==> config.mk <==
export PLATFORM = sky130hd
export DESIGN_NAME = video_timing
export DESIGN_NICKNAME = d
export VERILOG_FILES = /design/src/logic/video_timing.sv
export SDC_FILE = /design/constraint.sdc
export NUM_CORES = 1
export LEC_CHECK = 0
export BUFFER_PORTS_ARGS = -buffer_cell sky130_fd_sc_hd__buf_2
export CORE_AREA = 4 4 52 54
export DETAILED_ROUTE_END_ITERATION = 10
export DIE_AREA = 0 0 56 58
export HOLD_SLACK_MARGIN = 0.06
export PLACE_DENSITY = 0.74
export SYNTH_ARGS = -nofsm -noshare
export SYNTH_HDL_FRONTEND = slang
export SYNTH_SLANG_ARGS = --single-unit
==> constraint.sdc <==
create_clock -name CLK_50M -period 2.5 [get_ports CLK_50M]
set_input_delay 0.5 -clock CLK_50M [delete_from_list [all_inputs] [get_ports CLK_50M]]
set_output_delay 0.5 -clock CLK_50M [all_outputs]
set_load 0.02 [all_outputs]
==> src/logic/video_timing.sv <==
`timescale 1ns/1ps

module video_timing #(
	parameter int H_ACTIVE = 800,
	parameter int H_TOTAL = 1040,
	parameter int V_ACTIVE = 600,
	parameter int V_TOTAL = 666
) (
	input  logic CLK_50M,
	input  logic rst_n,
	output logic line_start,
	output logic frame_end,
	output logic row_active,
	output logic de_raw,
	output logic hsync_raw,
	output logic vsync_raw
);

	localparam int H_W = $clog2(H_TOTAL);
	localparam int V_W = $clog2(V_TOTAL);

	logic [H_W-1:0] col;
	logic [V_W-1:0] row;
	logic           col_last;
	logic           row_last;

	assign col_last = (col == H_W'(H_TOTAL - 1));
	assign row_last = (row == V_W'(V_TOTAL - 1));

	////////////////////
	// counters

	always_ff @(posedge CLK_50M) begin
		if (!rst_n) begin
			col <= '0;
			row <= '0;
		end else if (col_last) begin
			col <= '0;
			row <= row_last ? '0 : row + 1'b1;	// row steps at end of line
		end else begin
			col <= col + 1'b1;
		end
	end

	////////////////////
	// decoded events

	assign line_start = (col == '0);
	assign frame_end = col_last && row_last;	// one clock per frame
	assign row_active = (row < V_W'(V_ACTIVE));
	assign de_raw = (col < H_W'(H_ACTIVE)) && row_active;

	// sync pulses sit right after the visible area
	assign hsync_raw = (col == H_W'(H_ACTIVE));
	assign vsync_raw = (row == V_W'(V_ACTIVE));

endmodule

## After elaboration in Yosys (flattened, before gate mapping)

Index checks and enable logic that the tools add are counted.

| word-level totals | value |
|---|---|
| bits in registers | 21 |

| cells by class | value |
|---|---|
| $add $sub $neg | 2 |
| $lt $le $gt $ge | 2 |
| eq/ne operators | 4 |
| muxes and demuxes | 1 |
| bitwise gates (word level) | 1 |
| reduce and logical (&&, ||, !) cells | 4 |

Operators with widths:

| operator | number |
|---|---|
| $eq A10 B10 Y1 const B | 2 |
| $add A11 B1 Y11 const B | 1 |
| $eq A11 B10 Y1 const B | 1 |
| $eq A11 B11 Y1 const B | 1 |
| $logic_not A11 Y1 | 1 |
| $lt A11 B10 Y1 const B | 1 |
| $add A10 B1 Y10 const B | 1 |
| $lt A10 B10 Y1 const B | 1 |
| $mux W10 | 1 |
| $logic_and A1 B1 Y1 | 2 |
| $reduce_or A2 Y1 | 1 |
| $not A1 Y1 | 1 |

## Depth between registers and ports, before layout

| logic depth | value |
|---|---|
| word-level depth | 2 |
| depth in mapped cells | 6 |
| mapped depth without buffers | 5 |

## Worst setup path after synthesis

OpenSTA, ideal clock, no wires.

| path | value |
|---|---|
| path kind | flip-flop to output port |
| start point | register col[5] |
| end point | output frame_end |
| data arrival time | 1.891 ns |
| slack | 0.109 ns |
| cell stages (with the launch flop) | 5 |
| path buffers | 1 |
| cell sequence | dfxtp_1 or3_4 or3_2 buf_2 nor3_1 |

| between the ends | value |
|---|---|
| word-level cells in the longest chain between the ends | 2 |

Ends and longest elaborated chain:

| item | line | source |
|---|---|---|
| from (decl) | 22 | `logic [H_W-1:0] col;` |
| from (signal assigned) | 41 | `col <= col + 1'b1;` |
| $eq A11 B11 Y1 | 27 | `assign col_last = (col == H_W'(H_TOTAL - 1));` |
| $logic_and A1 B1 Y1 | 49 | `assign frame_end = col_last && row_last;` |
| to (decl) | 12 | `output logic frame_end,` |

Every way passes these cells.

## Worst setup path after layout

| path | value |
|---|---|
| start point | register col[6] |
| end point | output frame_end |

The elaborated chain is that of the path after synthesis.

==> metrics.txt <==
outcome=complete, no violations; Final HPWL DP=1.537 mm; Total GRT Usage=14.06%; Synth top area share=38.71%; GRT overflow=0; WP data required=2.00 ns; most common cell after layout, fill and taps aside=nor2_1; Initial Util=49.10%; Post-DRT Antenna Nets=0; Die X=56 µm; clock-pin slew on the worst setup and hold paths=0.12 ns; buffer count from post-CTS setup fixing=0; Synth Cell Area=0.001086 mm²; clk sink count=21; final hold violation count=0; Final TNS setup=0 ns; share of layout cells above drive strength 1=20.74%; Slew headroom=73.87%; initial antenna violation count=0; CP Max Fanout=6; clock root cell=clkbuf_4; fin nets=143; core area=0.002212 mm²; Worst EP arrival=1.88 ns; Pwr per Cell Area=440.2 mW/mm²; final instance area=0.001220 mm²; largest net degree at the start of global routing=13; Rows=17; Vias/cell=5.693; Synth Area per Inst=8.758 µm²; global-route wire length before repair=3.594 mm; dpl cell area=0.001161 mm²; cells along the critical path=or3_4 > or3_4 > nor3_2 > buf_4; PortBufs=7; Least-Margin Pin Slew=0.3919 ns; Min Clock Period, post-route=2.381 ns; drt drc=0; final wirelength=2.109 mm; Layout fillers=211; IO Count=8; Synth Flop Type=dfxtp_1; Max IR drop VDD=362.4 µV; register bit total from synthesis=21; Lkg Pwr=0.4474 nW; clock tree buffer depth=2; Skew-Pair Late Insertion Delay=0.31 ns; cts bufs inserted=3; Post-CTS Hold Fix Bufs=0; Post-Synthesis Cells=124; Final Skew=0.005220 ns; die height=58 µm; Max-Cap Viols=0; Vias=928; sequential area share after synthesis=38.71%; f_max=420.0 MHz; Distinct cells, synth=32; Final Wtd Congestion=0.7966; CTS H-tree lvls=1; post-synth top area cell=dfxtp_1; Die ar.=0.003248 mm²; Hold Crit Class=flop to flop; average routed wire per standard cell=12.94 µm; Syn-to-layout area delta=12.33%; most frequent cells in the layout=18 x nor2_1, 17 x dfxtp_1, 8 x nand2_1, 7 x xor2_1, 6 x nand3_1; drt pass-1 iters=4; Syn Nets=131; Final Core Density=55.15%; drt first-iter violations=29; RSZ-0062 raised after global routing=no; hold_ws=0.4491 ns; Worst Setup Path Type=flop to output port; CTS tree=built; slowest CP cell=or3_4; max-slew violation count=0; crit start category=flop; Crit path largest cell delay=0.42 ns; asr flop ratio synth=0%; number of global-route vias before repair=844; Pwr Total=0.0005370 W; EDFF count, synth=0; Final Cycle Share=95.24%; Yosys Warn Count=0; Worst path most repeated cell=or3_4; CP Capture Type=output port; Synth area leaders=dfxtp_1 39%, nor2_1 6.2%, ha_1 5.8%; setup violators final=0; Antenna Cells=0
-- path summary, 6_finish.rpt --
check                           slack, ns   start   endpoint  cells past startpoint
worst max-delay path                 0.12  col[6]  frame_end                      4
worst max register to register       0.47  col[6]     row[7]                      4
worst min register to register       0.45  col[0]     col[0]                      1
worst min-delay path                 0.45  col[0]     col[0]                      1
-- metal layers --
layer,wire length [µm],GRT usage (%),vias up
li1,-,-,460
met3,100,5.568,4
met5,0,0,-
met1,899,14.83,450
met4,31,3.051,0
met2,1076,26.38,14
-- synthesized netlist by cell type, types with 3 or more instances --
library cell,number
and3_1,3
inv_1,5
dfxtp_1,21
xor2_1,7
nor4_1,3
mux2i_1,3
nor3_1,3
nor2_1,18
nand3_1,6
nand4_1,5
xnor2_1,5
ha_1,5
o21ai_0,5
a21oi_1,5
or3_1,3
nand2_1,8
-- what timing repair did --
item | in CTS | in global routing
setup endpoints to repair | 2 | 1
pin swaps | 1 | 0
gates resized for setup | 8 | 3
gates cloned | 0 | 0
-- power by group --
part	internal, W	total (W)	switching (W)
clock network	0.0000598	0.000166	0.000106
registers	0.000338	0.000343	0.00000482
logic	0.0000121	0.0000282	0.0000161
total	0.000410	0.000537	0.000127
-- state kept, by name, summed over array words and instances (netlist names) --
| name | count |
|---|---|
| col | 11 |
| row | 10 |
-- area by class of cell --
| cell class | instances | area, µm² | share of cell area, % |
|---|---|---|---|
| clock inverter | 1 | 5.005 | 0.4103 |
| timing repair buffer | 9 | 55.05 | 4.513 |
| sequential | 21 | 427.9 | 35.08 |
| clock buffer | 3 | 22.52 | 1.846 |
| inverter | 5 | 18.77 | 1.538 |
| tap | 28 | 35.03 | 2.872 |
| multi-input combinational | 96 | 655.6 | 53.74 |
-- cell families after synthesis --
family                   synth area share (%)
AO/OA/AOI/OAI                           8.871
XOR/XNOR                                9.677
adder cells (fa/ha/maj)                 5.760
buffers and inverters                   2.650
flip-flops                              38.71
multiplexers                            2.765
AND/OR/NAND/NOR                         31.57
-- through the flow --
step	setup slack [ns]	instances
2_1_floorplan	0.1095	124
3_3_place_gp	0.3207	159
3_5_place_dp	0.2842	159
4_1_cts	0.01329	163
5_1_grt	0.04894	163
6_report	0.1189	163
-- critical path, delay by kind of cell, from the launching register on --
kind	cells	cell delay, ns
buffers and inverters	1	0.16
flip-flops	1	0.38
AND/OR/NAND/NOR	3	1.02
Note: power is estimated with default switching activity, not from simulation.
