===== src/logic/sli_pkg.sv =====
package sli_pkg;

	////////////////////
	// phase and pixel widths

	localparam int PHASE_W = 32;	// dds phase word
	localparam int LUT_AW = 10;	// lut index, top bits of the phase
	localparam int PIX_W = 8;	// one lut entry, one pixel

	////////////////////
	// pattern sequence

	localparam int FRAME_W = 3;	// frame index width
	localparam int NUM_FRAMES = 8;	// phase-shifted frames per sequence

	////////////////////
	// host bus

	// byte address, word index sits in bits 11..2
	localparam int AXI_AW = 12;
	localparam int AXI_DW = 32;

	////////////////////
	// sequencer states

	// idle: partner not ready or just reset
	// armed: one ready frame seen, sync still held back
	// run: sync forwarded to the partner
	typedef enum logic [1:0] {
		SEQ_IDLE,
		SEQ_ARMED,
		SEQ_RUN
	} seq_state_e;

endpackage


===== src/logic/frame_sequencer.sv =====
`timescale 1ns/1ps

module frame_sequencer (
	input  logic                        CLK_50M,
	input  logic                        rst_n,
	input  logic                        frame_end,
	input  logic                        vsync_raw,
	input  logic                        sync_in_1,
	input  logic                        sync_in_2,
	output logic [sli_pkg::FRAME_W-1:0] frame_idx,
	output logic                        sync_out_1,
	output logic                        sync_out_2
);

	localparam logic [sli_pkg::FRAME_W-1:0] LAST_FRAME =
		sli_pkg::FRAME_W'(sli_pkg::NUM_FRAMES - 1);

	sli_pkg::seq_state_e state;

	////////////////////
	// arming handshake

	// sync_in_1 low acts as a restart from the partner, checked every clock
	// sync_in_2 is the partner's ready flag, looked at once per frame
	always_ff @(posedge CLK_50M) begin
		if (!rst_n) begin
			state <= sli_pkg::SEQ_IDLE;
			frame_idx <= LAST_FRAME;
		end else if (!sync_in_1) begin
			state <= sli_pkg::SEQ_IDLE;
			frame_idx <= LAST_FRAME;	// next ready frame is frame 0
		end else if (frame_end) begin
			if (sync_in_2) begin
				if (frame_idx == LAST_FRAME)
					frame_idx <= '0;
				else
					frame_idx <= frame_idx + 1'b1;

				case (state)
					sli_pkg::SEQ_IDLE:  state <= sli_pkg::SEQ_ARMED;
					sli_pkg::SEQ_ARMED: state <= sli_pkg::SEQ_RUN;
					default:            state <= sli_pkg::SEQ_RUN;
				endcase
			end else begin
				state <= sli_pkg::SEQ_IDLE;	// partner dropped out, index holds
			end
		end
	end

	////////////////////
	// sync outputs

	// registered, so sync_out_1 lines up with the delayed vsync at the top
	always_ff @(posedge CLK_50M) begin
		if (!rst_n) begin
			sync_out_1 <= 1'b0;
			sync_out_2 <= 1'b0;
		end else begin
			sync_out_1 <= (state == sli_pkg::SEQ_RUN) && vsync_raw;
			sync_out_2 <= (frame_idx == sli_pkg::FRAME_W'(1));	// frame 1 marker
		end
	end

endmodule


===== config.mk =====
export PLATFORM = sky130hd
export DESIGN_NAME = frame_sequencer
export DESIGN_NICKNAME = d
export VERILOG_FILES = /design/src/logic/sli_pkg.sv /design/src/logic/frame_sequencer.sv
export SDC_FILE = /design/constraint.sdc
export NUM_CORES = 1
export LEC_CHECK = 0
export BUFFER_PORTS_ARGS = -buffer_cell sky130_fd_sc_hd__buf_2
export CORE_AREA = 2 2 39 41
export CTS_BUF_LIST = sky130_fd_sc_hd__clkbuf_2 sky130_fd_sc_hd__clkbuf_4 sky130_fd_sc_hd__clkbuf_8
export DETAILED_ROUTE_END_ITERATION = 7
export DIE_AREA = 0 0 41 43
export MAX_ROUTING_LAYER = met4
export SYNTH_ARGS = -nofsm -noshare
export SYNTH_HDL_FRONTEND = slang
export SYNTH_SLANG_ARGS = --single-unit

===== constraint.sdc =====
create_clock -name CLK_50M -period 3 [get_ports CLK_50M]
set_input_delay 0.6 -clock CLK_50M [delete_from_list [all_inputs] [get_ports CLK_50M]]
set_output_delay 0.6 -clock CLK_50M [all_outputs]
set_load 0.01 [all_outputs]

* Word level (Yosys, flattened, before mapping)
Index checks and enable logic that the tools add are counted.
Word-level totals: bits of input ports 6, logic and storage cells 15, bits in registers 7
Cells by class: equal/unequal tests 3, multiplexer cells 3, $add $sub $neg 1, reductions and logical operators 4
Operator list (count):
- $mux W2 | 2
- $reduce_and A2 Y1 | 2
- $add A3 B1 Y3 const B | 1
- $eq A3 B1 Y1 const B | 1
- $eq A3 B3 Y1 const B | 1
- $mux W3 | 1
- $eq A2 B2 Y1 const B | 1
- $logic_not A2 Y1 | 1
- $logic_and A1 B1 Y1 | 1

* Depth between registers and ports, before layout
word-level depth 3, depth in mapped cells 4, depth with buffers taken out 4

* Worst setup path after synthesis
OpenSTA, ideal clock, no wires.
path kind reg2reg, start reg frame_idx[0] (netlist name), end reg frame_idx[2] (netlist name), path buffers 0, path slack 1676 ps, cell stages (with the launch flop) 5, arrival time 1204 ps, cells stage by stage dfxtp_1 > ha_1 > ha_1 > and3_1 > a211o_1
On the way: word-level cells in the longest chain between the ends 2, elaborated cells between the ends (all ways) 3, those cells by class 1 x add/sub; 1 x eq/ne; 1 x mux
Ends and longest elaborated chain:
- from (decl) | RTL line frame_sequencer.sv:10 | output logic [sli_pkg::FRAME_W-1:0] frame_idx,
- from (signal assigned) | RTL line frame_sequencer.sv:37 | frame_idx <= frame_idx + 1'b1;
- $add A3 B1 Y3 / $eq A3 B3 Y1 (equally long branches) | RTL line frame_sequencer.sv:37, frame_sequencer.sv:34
- $mux W3 (*) | RTL line frame_sequencer.sv:34 | if (frame_idx == LAST_FRAME)
Mark *: on every way between the ends. The rest lies on a longest branch, timed or not. A chain may end at the register's enable or synchronous reset.

* Worst setup path in the final report
start reg frame_idx[0] (netlist name), end out frame_idx[0] (netlist name)
No word-level cell between the ends.

==> reports/metrics.csv <==
metric,value,unit
p_leak,0.189,nW
grt_pass1_wl,945,µm
ctsHtreeMaxLevel,1,
die_h,43,µm
rows,14,
hold_buffers,0,
top_usage_layer,met2,
dp_hpwl,431,µm
grt_max_degree,9,
intPower,164,µW
crit_path_end_kind,primary output,
cpPeakStageDelay,0.40,ns
drtAntennaViolNets,0,
detail_route.drc_violations,0,
cts_made_buffers,3,
post_drt_wl_per_cell,9.88,µm
mostFrequentLayoutCells,"buf_2 (10), dfxtp_1 (7), clkbuf_4 (4)",
multi_input_area,159,µm²
path_buf_inv,1,
cts_buffer_depth,2,
ctsResizeCount,0,
rsz0062_at_grt,false,
path_delay_family,flip-flops,
outcome,"finished, final reports clean",
postCtsSetupBuffers,0,
yosysUniqueCellTypes,14,
drt-initial-drc-count,0,
cts-root-buf,clkbuf_4,
start_util,0.219,
use_met2,0.119,
grt_pass1_vias,248,
drv_slew,0,
clock.fmax,0.712,GHz
netSwitchingFraction,0.219,
cp.arrival,0.80,ns
ir_drop,191,µV
seqCellArea,140,µm²
worstSetupPathType,flip-flop to primary output,
syn_to_final_growth,33.1,%
drive_gt1_frac,0.333,
seq_area_frac_synth,0.463,
slew_headroom,0.883,
hold_path_class,flip-flop to flip-flop,
cap_violations,0,
synth_seq_cells,7,
synth_cells,28,
worst_skew_pair.late_latency,0.25,ns
slowest_stage,dfxtp_1,
yosysWarnings,0,
grtUsageTotal,0.0894,
avgViaCountPerCell,4.43,
crit_required,2.40,ns
clk_pin_slew_worst_paths,0.05,ns
finalHoldViolCount,0,
grtUsageMet3,0.0942,
cts_tree,yes,
antenna_cells,0,
nets,52,
combinationalPowerShare,0.080,
p_sw,45.9,µW
fin_crit,1.40,ns
io_pins,11,
syn_nets,37,
grt_overflow_total,0,
finalSetupViolCount,0,
place_congestion,0.584,
netlist_area,303,µm²
grt_use_met1,0.0897,
power_density,520,mW/mm²
antenna_found_initial,0,
final_common_cell,buf_2,
firstDrtPassIters,1,
routed_wl,573,µm
tightest_slew,0.175,ns
n_fill_cell,156,
placedCellCount,54,
period_share,0.468,
core,0.00138,mm²
die_w,41,µm
fin_cells,58,
pwr-share-clk,0.456,
die_area,0.00176,mm²
syn_avg_cell_area,10.8,µm²
cts_sinks,7,
critPathMaxFanout,5,
worstPathCellList,buf_2,
setup.worst_path.start_class,flip-flop,
seqPwrFrac,0.464,
tns,0,ns
finalClockSkew,0.00285,ns
vias,257,
port-buffer-count,10,
==> per-stage QoR <==
step                instance area (µm²)   util  hold WS [ns]  power (mW)  setup WS [ns]
floorplan                           303      -         0.467       0.107           1.68
global placement                    373  0.269         0.446       0.116           1.66
detailed placement                  373  0.269         0.450       0.116           1.66
CTS                                 403  0.291         0.463       0.215           1.58
global route                        403  0.291         0.475       0.221           1.55
finish                              403  0.291         0.459       0.209           1.60
==> flip-flops by register name, summed over array words and instances (netlist names) <==
| signal | cells |
|---|---|
| frame_idx | 3 |
| state | 2 |
| sync_out_1 | 1 |
| sync_out_2 | 1 |
==> cells in the mapped netlist <==
cell,n,area share
and4b_1,1,0.033
nor2_1,1,0.012
a21oi_1,2,0.033
nand2_1,3,0.037
dfxtp_1,7,0.46
and4bb_1,2,0.083
nor3_1,1,0.017
nand4bb_1,1,0.037
inv_1,1,0.012
ha_1,3,0.12
and3_1,1,0.021
a211o_1,3,0.087
nand2b_1,1,0.021
nor2b_1,1,0.021
==> per-layer routing <==
metal,wire length [µm],part of all wire,up-vias
met4,4,0.0070,0
met3,67,0.12,2
met2,240,0.42,9
li1,-,-,132
met5,0,0,-
met1,262,0.46,114
==> final cells by class <==
cell class | instances | area share
clock buffer | 4 | 0.0745
timing repair buffer | 10 | 0.124
tap | 16 | 0.0497
sequential | 7 | 0.348
multi-input combinational | 20 | 0.394
inverter | 1 | 0.00932
==> power groups by stage <==
stage | Combinational, mW | Clock [mW] | Sequential (mW)
after detailed placement | 0.0171 | 0 | 0.0991
final | 0.0168 | 0.0955 | 0.0972
after global placement | 0.0171 | 0 | 0.0991
after global routing | 0.0197 | 0.104 | 0.0975
after CTS | 0.0172 | 0.100 | 0.0971
after floorplan | 0.00792 | 0 | 0.0995
==> worst paths after layout <==
check,start,slack [ns],cells past startpoint,endpoint
hold / removal,frame_idx[2],0.46,1,sync_out_2
setup reg to reg,frame_idx[0],1.65,4,frame_idx[2]
setup / recovery,frame_idx[0],1.60,1,frame_idx[0]
hold reg to reg,frame_idx[2],0.46,1,sync_out_2
==> kinds of logic after synthesis <==
family / synth area share
DFF: 0.463
AOI/OAI and AO/OA: 0.120
adders and majority gates: 0.124
buffers and inverters: 0.0124
and+or+nand+nor: 0.281
No activity file was read; power rests on OpenSTA's default activity.
