===== config.mk =====
export PLATFORM = sky130hd
export DESIGN_NAME = phase_accumulator
export DESIGN_NICKNAME = d
export VERILOG_FILES = /design/src/logic/sli_pkg.sv /design/src/logic/phase_accumulator.sv
export SDC_FILE = /design/constraint.sdc
export NUM_CORES = 1
export LEC_CHECK = 0
export BUFFER_PORTS_ARGS = -buffer_cell sky130_fd_sc_hd__buf_2
export CORE_MARGIN = 1
export CORE_UTILIZATION = 50
export DETAILED_ROUTE_END_ITERATION = 10
export PLACE_DENSITY = 0.73
export RECOVER_POWER = 25
export SLEW_MARGIN = 10
export SYNTH_ARGS = -nofsm -noshare
export SYNTH_HDL_FRONTEND = slang
export SYNTH_SLANG_ARGS = --single-unit

===== constraint.sdc =====
create_clock -name CLK_50M -period 2.7 [get_ports CLK_50M]
set_clock_uncertainty 0.15 [all_clocks]
set_input_delay 0.54 -clock CLK_50M [delete_from_list [all_inputs] [get_ports CLK_50M]]
set_output_delay 0.54 -clock CLK_50M [all_outputs]
set_load 0.01 [all_outputs]

===== src/logic/sli_pkg.sv =====
package sli_pkg;

	////////////////////
	// phase and pixel widths

	localparam int PHASE_W = 32;	// dds phase word
	localparam int LUT_AW = 10;	// lut index, top bits of the phase
	localparam int PIX_W = 8;	// one lut entry, one pixel

	////////////////////
	// pattern sequence

	localparam int FRAME_W = 3;	// frame index width
	localparam int NUM_FRAMES = 8;	// phase-shifted frames per sequence

	////////////////////
	// host bus

	// byte address, word index sits in bits 11..2
	localparam int AXI_AW = 12;
	localparam int AXI_DW = 32;

	////////////////////
	// sequencer states

	// idle: partner not ready or just reset
	// armed: one ready frame seen, sync still held back
	// run: sync forwarded to the partner
	typedef enum logic [1:0] {
		SEQ_IDLE,
		SEQ_ARMED,
		SEQ_RUN
	} seq_state_e;

endpackage


===== src/logic/phase_accumulator.sv =====
`timescale 1ns/1ps

module phase_accumulator #(
	parameter logic [sli_pkg::PHASE_W-1:0] PHASE_INC = 32'd7158278,
	parameter logic [sli_pkg::PHASE_W-1:0] PHASE_STEP = 32'h2000_0000
) (
	input  logic                        CLK_50M,
	input  logic                        rst_n,
	input  logic                        line_start,
	input  logic                        row_active,
	input  logic                        frame_end,
	input  logic [sli_pkg::FRAME_W-1:0] frame_idx,
	output logic [sli_pkg::PHASE_W-1:0] phase
);

	logic [sli_pkg::PHASE_W-1:0] phase_q;
	logic [sli_pkg::PHASE_W-1:0] phase_nxt;
	logic                        first_row;	// next line_start is row 0

	// the new row value is already visible in column 0,
	// so the first pixel of each row uses the right phase
	always_comb begin
		phase_nxt = phase_q;
		if (line_start) begin
			if (first_row)
				phase_nxt = sli_pkg::PHASE_W'(frame_idx) * PHASE_STEP;	// wraps mod 2^32
			else if (row_active)
				phase_nxt = phase_q + PHASE_INC;
		end
	end

	assign phase = phase_nxt;

	always_ff @(posedge CLK_50M) begin
		if (!rst_n) begin
			phase_q <= '0;
			first_row <= 1'b1;	// counters start at row 0
		end else begin
			phase_q <= phase_nxt;
			if (frame_end)
				first_row <= 1'b1;
			else if (line_start)
				first_row <= 1'b0;
		end
	end

endmodule


=== Word level (Yosys, flattened, before mapping) ===
Index checks and enable logic that the tools add are counted.
W data, S select, Z words.

* $add $sub $neg: 1
* Multiply operators: 0
* Divide/modulo/power cells: 0
* Magnitude comparators: 0
* Equality and inequality tests: 0
* Shift-type cells: 0
* Muxes and demuxes: 3
* Bitwise gates (word level): 1
* Reduce and logical (&&, ||, !) cells: 1

{| class="wikitable"
|+ Operators by type and width
! cell !! count
|-
| $mux W32 || 3
|-
| $add A32 B23 Y32 const B || 1
|-
| $reduce_or A2 Y1 || 1
|-
| $not A1 Y1 || 1
|}

* Register bits: 33
* Latch bits: 0
* RAM bits: 0
* Memory bits (read-only): 0
* Input port bits: 8
* Output and inout port bits: 32
* Word-level logic and storage cells: 8
* Memories kept: 0

=== Logic depth before layout (Yosys ltp) ===
* Depth in word-level cells: 4
* Mapped depth: 7
* Gate-level depth less buffers: 7

=== Worst setup path before layout ===
OpenSTA, ideal clock, no wires.

* Kind: reg2out
* From: register phase_q[1] in the netlist's numbering
* To: output port phase[27] in the netlist's numbering
* Arrival: 1878 ps
* Data required time: 2010 ps
* Path slack: 132 ps
* Stages on the path, launching flop included: 8
* Path buffers: 0
* Cells stage by stage: dfxtp_1 > inv_1 > ha_1 > nand4b_1 > o21ai_1 > a311oi_4 > or3_1 > a21oi_1

* Cells in the longest elaborated chain, start to end: 4

{| class="wikitable"
|+ RTL lines
! item !! RTL line !! text
|-
| from (decl) || phase_accumulator.sv:16 || <nowiki>logic [sli_pkg::PHASE_W-1:0] phase_q;</nowiki>
|-
| from (signal assigned) || phase_accumulator.sv:39 || <nowiki>phase_q <= phase_nxt;</nowiki>
|-
| $add A32 B23 Y32 || phase_accumulator.sv:28 || <nowiki>phase_nxt = phase_q + PHASE_INC;</nowiki>
|-
| $mux W32 || phase_accumulator.sv:27 || <nowiki>else if (row_active)</nowiki>
|-
| $mux W32 || phase_accumulator.sv:25 || <nowiki>if (first_row)</nowiki>
|-
| $mux W32 || phase_accumulator.sv:24 || <nowiki>if (line_start) begin</nowiki>
|-
| to (decl) || phase_accumulator.sv:13 || <nowiki>output logic [sli_pkg::PHASE_W-1:0] phase</nowiki>
|}

Every way passes these cells.

=== Worst setup path after layout ===
* From: register phase_q[2] in the netlist's numbering
* To: output port phase[31] in the netlist's numbering

The elaborated chain is that of the path after synthesis.

==> results.sh <==
export IMPL_fillCellCount=369
export IMPL_pwr_density_cell_nw_per_um2=415
export IMPL_design_core_area_um2=4030
export IMPL_yosys_area_top_type_share_pct=31.1
export IMPL_cts_buffer_depth=2
export IMPL_synthArstFlopShare_pct=0
export IMPL_clk_latency_ns=0.29
export IMPL_antenna_left=0
export IMPL_hold_viol=0
export IMPL_synth_top_family_by_area="simple AND/OR/NAND/NOR gates"
export IMPL_muxShareOfSynthArea_pct=4.72
export IMPL_hpwlAfterDp_mm=3.93
export IMPL_synth_edf_count=0
export IMPL_grt_max_degree=27
export IMPL_post_synth_top_count_cell="nor2_1"
export IMPL_area_growth_pct=28.7
export IMPL_cap_violations=0
export IMPL_antenna_found_initial=0
export IMPL_die_area_um2=4510
export IMPL_synth_top_cell_by_area="dfxtp_1"
export IMPL_syn_inst=278
export IMPL_numCtsBuffers=5
export IMPL_vias=2248
export IMPL_p_total_mw=1.13
export IMPL_tritoncts="done"
export IMPL_nNetsFinal=345
export IMPL_dr_pass1_iters=4
export IMPL_yosysWarnings=0
export IMPL_synthTopCellsByArea="dfxtp_1 (31%), nor2_1 (6.4%), a21oi_1 (6.1%), mux2i_1 (4.7%), xnor2_1 (4.5%)"
export IMPL_place_area_um2=2480
export IMPL_synth_xor_area_share_pct=6.19
export IMPL_cp_required_ns=2.01
export IMPL_path_clk_slew_ns=0.08
export IMPL_status="complete, but fails checks"
export IMPL_overflow=0
export IMPL_drt_iter0_markers=155
export IMPL_crit_start="phase_q[2]$_SDFF_PN0_"
export IMPL_timing_final_crit_period_ns=2.78
export IMPL_leakage_nw=1.07
export IMPL_wl_per_cell_um=14.4
export IMPL_die_w_um=67.1
export IMPL_final_setup_worst_slack_ns=-0.0754
export IMPL_numPortBuffers=39
export IMPL_io_pins=40
export IMPL_cp_arrival_ns=2.09
export IMPL_synth_simple_gate_area_share_pct=30.7
export IMPL_die_y_um=67.1
export IMPL_core_rowCount=23
export IMPL_grt_pass1_vias=1950
export IMPL_grt_usage_pct=25.9
export IMPL_reg2reg_slack_ns=0.55
export IMPL_start_util_pct=52.7
export IMPL_wl_mm=5.57
export IMPL_clock_tree_root_cell="clkbuf_8"
export IMPL_peakVddDrop_v=0.000356
export IMPL_drcViolationCount=0
export IMPL_finalCritPeriodShare_pct=103
export IMPL_post_route_cell_area_um2=2730
export IMPL_rsz0062_at_grt="true"
export IMPL_clock_sinks=33
export IMPL_synth_adder_area_share_pct=0.590
export IMPL_startpoint_type="flop"
export IMPL_syn_nets=287
export IMPL_insertedDiodeCount=0
export IMPL_slew_viol_final=0
export IMPL_endpoint_kind="primary output"
export IMPL_worstPathMaxFanout=6
export IMPL_synth_compound_area_share_pct=22.1
export IMPL_slew_headroom_pct=56.4
export IMPL_setup_viol=8
export IMPL_ys_flop_type="dfxtp_1"
export IMPL_h_tree_depth=2
export IMPL_hold_path_startpoint="frame_end"
export IMPL_grt_pass1_wl_mm=8.81
export IMPL_critPathKind="reg -> out"
export IMPL_synth_common_cells="nor2_1 (36), dfxtp_1 (33), a21oi_1 (26), nand2_1 (21)"
export IMPL_max_freq_ghz=0.360
export IMPL_synthDistinctLibCells=50
export IMPL_reg2reg_from="first_row$_SDFFE_PP1P_"
export IMPL_place_ws_ns=0.0347
export IMPL_violations="negative setup slack"
export IMPL_layout_drive_gt1_share_pct=32.3
export IMPL_yosysSeqAreaShare_pct=31.1
export IMPL_gp_congestion=0.873
export IMPL_postCtsHoldBufs=0
export IMPL_syn_cell_area_um2=2120
export IMPL_avgSynthCellArea_um2=7.63
export IMPL_viasPerCell=5.81
export IMPL_tightest_slew_ns=0.654
export IMPL_ys_seq_elements=33
export IMPL_min_path_type="in -> reg"
-- kinds of logic after synthesis --
| group | Yosys count |
|---|---|
| and+or+nand+nor | 127 |
| AOI/OAI and AO/OA | 67 |
| DFF | 33 |
| buffers and inverters | 25 |
| xor gates and xnor gates | 15 |
| muxes | 10 |
| adders and majority gates | 1 |
-- area by class of cell --
type                    count  area [µm²]  area share (%)
well taps                  50        62.6            2.29
inverters                   9        33.8            1.24
clock inverters             3        17.5           0.641
repair buffers             67         414            15.2
clock buffers               5        68.8            2.52
multi-input cells         220        1460            53.4
flip-flops and latches     33         676            24.7
-- per-stage QoR --
stage / hold slack (ns) / TNS, ns / util (%) / std cells
2_1_floorplan: 0.294 / 0 / - / 278
3_3_place_gp: 0.307 / 0 / 61.5 / 371
3_5_place_dp: 0.315 / 0 / 61.5 / 371
4_1_cts: 0.279 / -0.488 / 66.2 / 384
5_1_grt: 0.278 / -1.95 / 67.8 / 387
6_report: 0.277 / -0.268 / 67.8 / 387
-- sequential cells by signal, summed over array words and instances (netlist names) --
signal and flops:
phase_q 32, first_row 1
-- worst max-delay path: stages (launching register included) --
cell and delay [ns]:
dfxtp_2 0.33, inv_2 0.06, ha_4 0.12, nand4b_1 0.15, o21ai_2 0.09, a311oi_4 0.42, buf_6 0.18, mux2i_2 0.23
nand2_1 0.06, buf_2 0.14
-- layer usage --
metal  part of all wire [%]  up-vias  track usage (%)  wire (µm)
li1                       -     1120                -          -
met1                     44     1065             32.2       2450
met2                     50       57             44.6       2810
met3                    4.5        6             5.41        252
met4                    1.1        0             7.71         60
met5                      0        -                0          0
-- power breakdown --
group	switching [mW]	leakage [nW]	internal [mW]	total, mW
clock network	0.201	0.0439	0.178	0.379
logic	0.130	0.758	0.102	0.232
registers	0.0229	0.272	0.500	0.523
-- placed cells by master (no fill, tap or decap), drive strengths merged, types with 3 or more instances in the layout --
cell	instances
xnor2	11
mux2i	10
nor2	36
and4	3
nand2	21
nand3b	3
a21oi	26
inv	9
o21ai	11
nor4	6
clkbuf	7
and2	5
nor3	10
a211oi	5
a211o	3
dfxtp	33
a311oi	3
nand3	12
and3	5
nand2b	6
o211ai	5
xor2	4
nand4	4
or3	10
buf	65
-- worst paths after layout --
path,to,cells after the start
hold reg to reg,phase_q[0]$_SDFF_PN0_,1
hold / removal,first_row$_SDFFE_PP1P_,2
setup reg to reg,phase_q[22]$_SDFF_PN0_,6
setup / recovery,phase[31],9
-- what timing repair did --
item                       CTS  global route
resized for setup           20            13
cloned                       0             0
setup endpoints to repair   13            18
buffers inserted             5             4
pin swaps                   16            14
(Power assumes the default switching activity.)
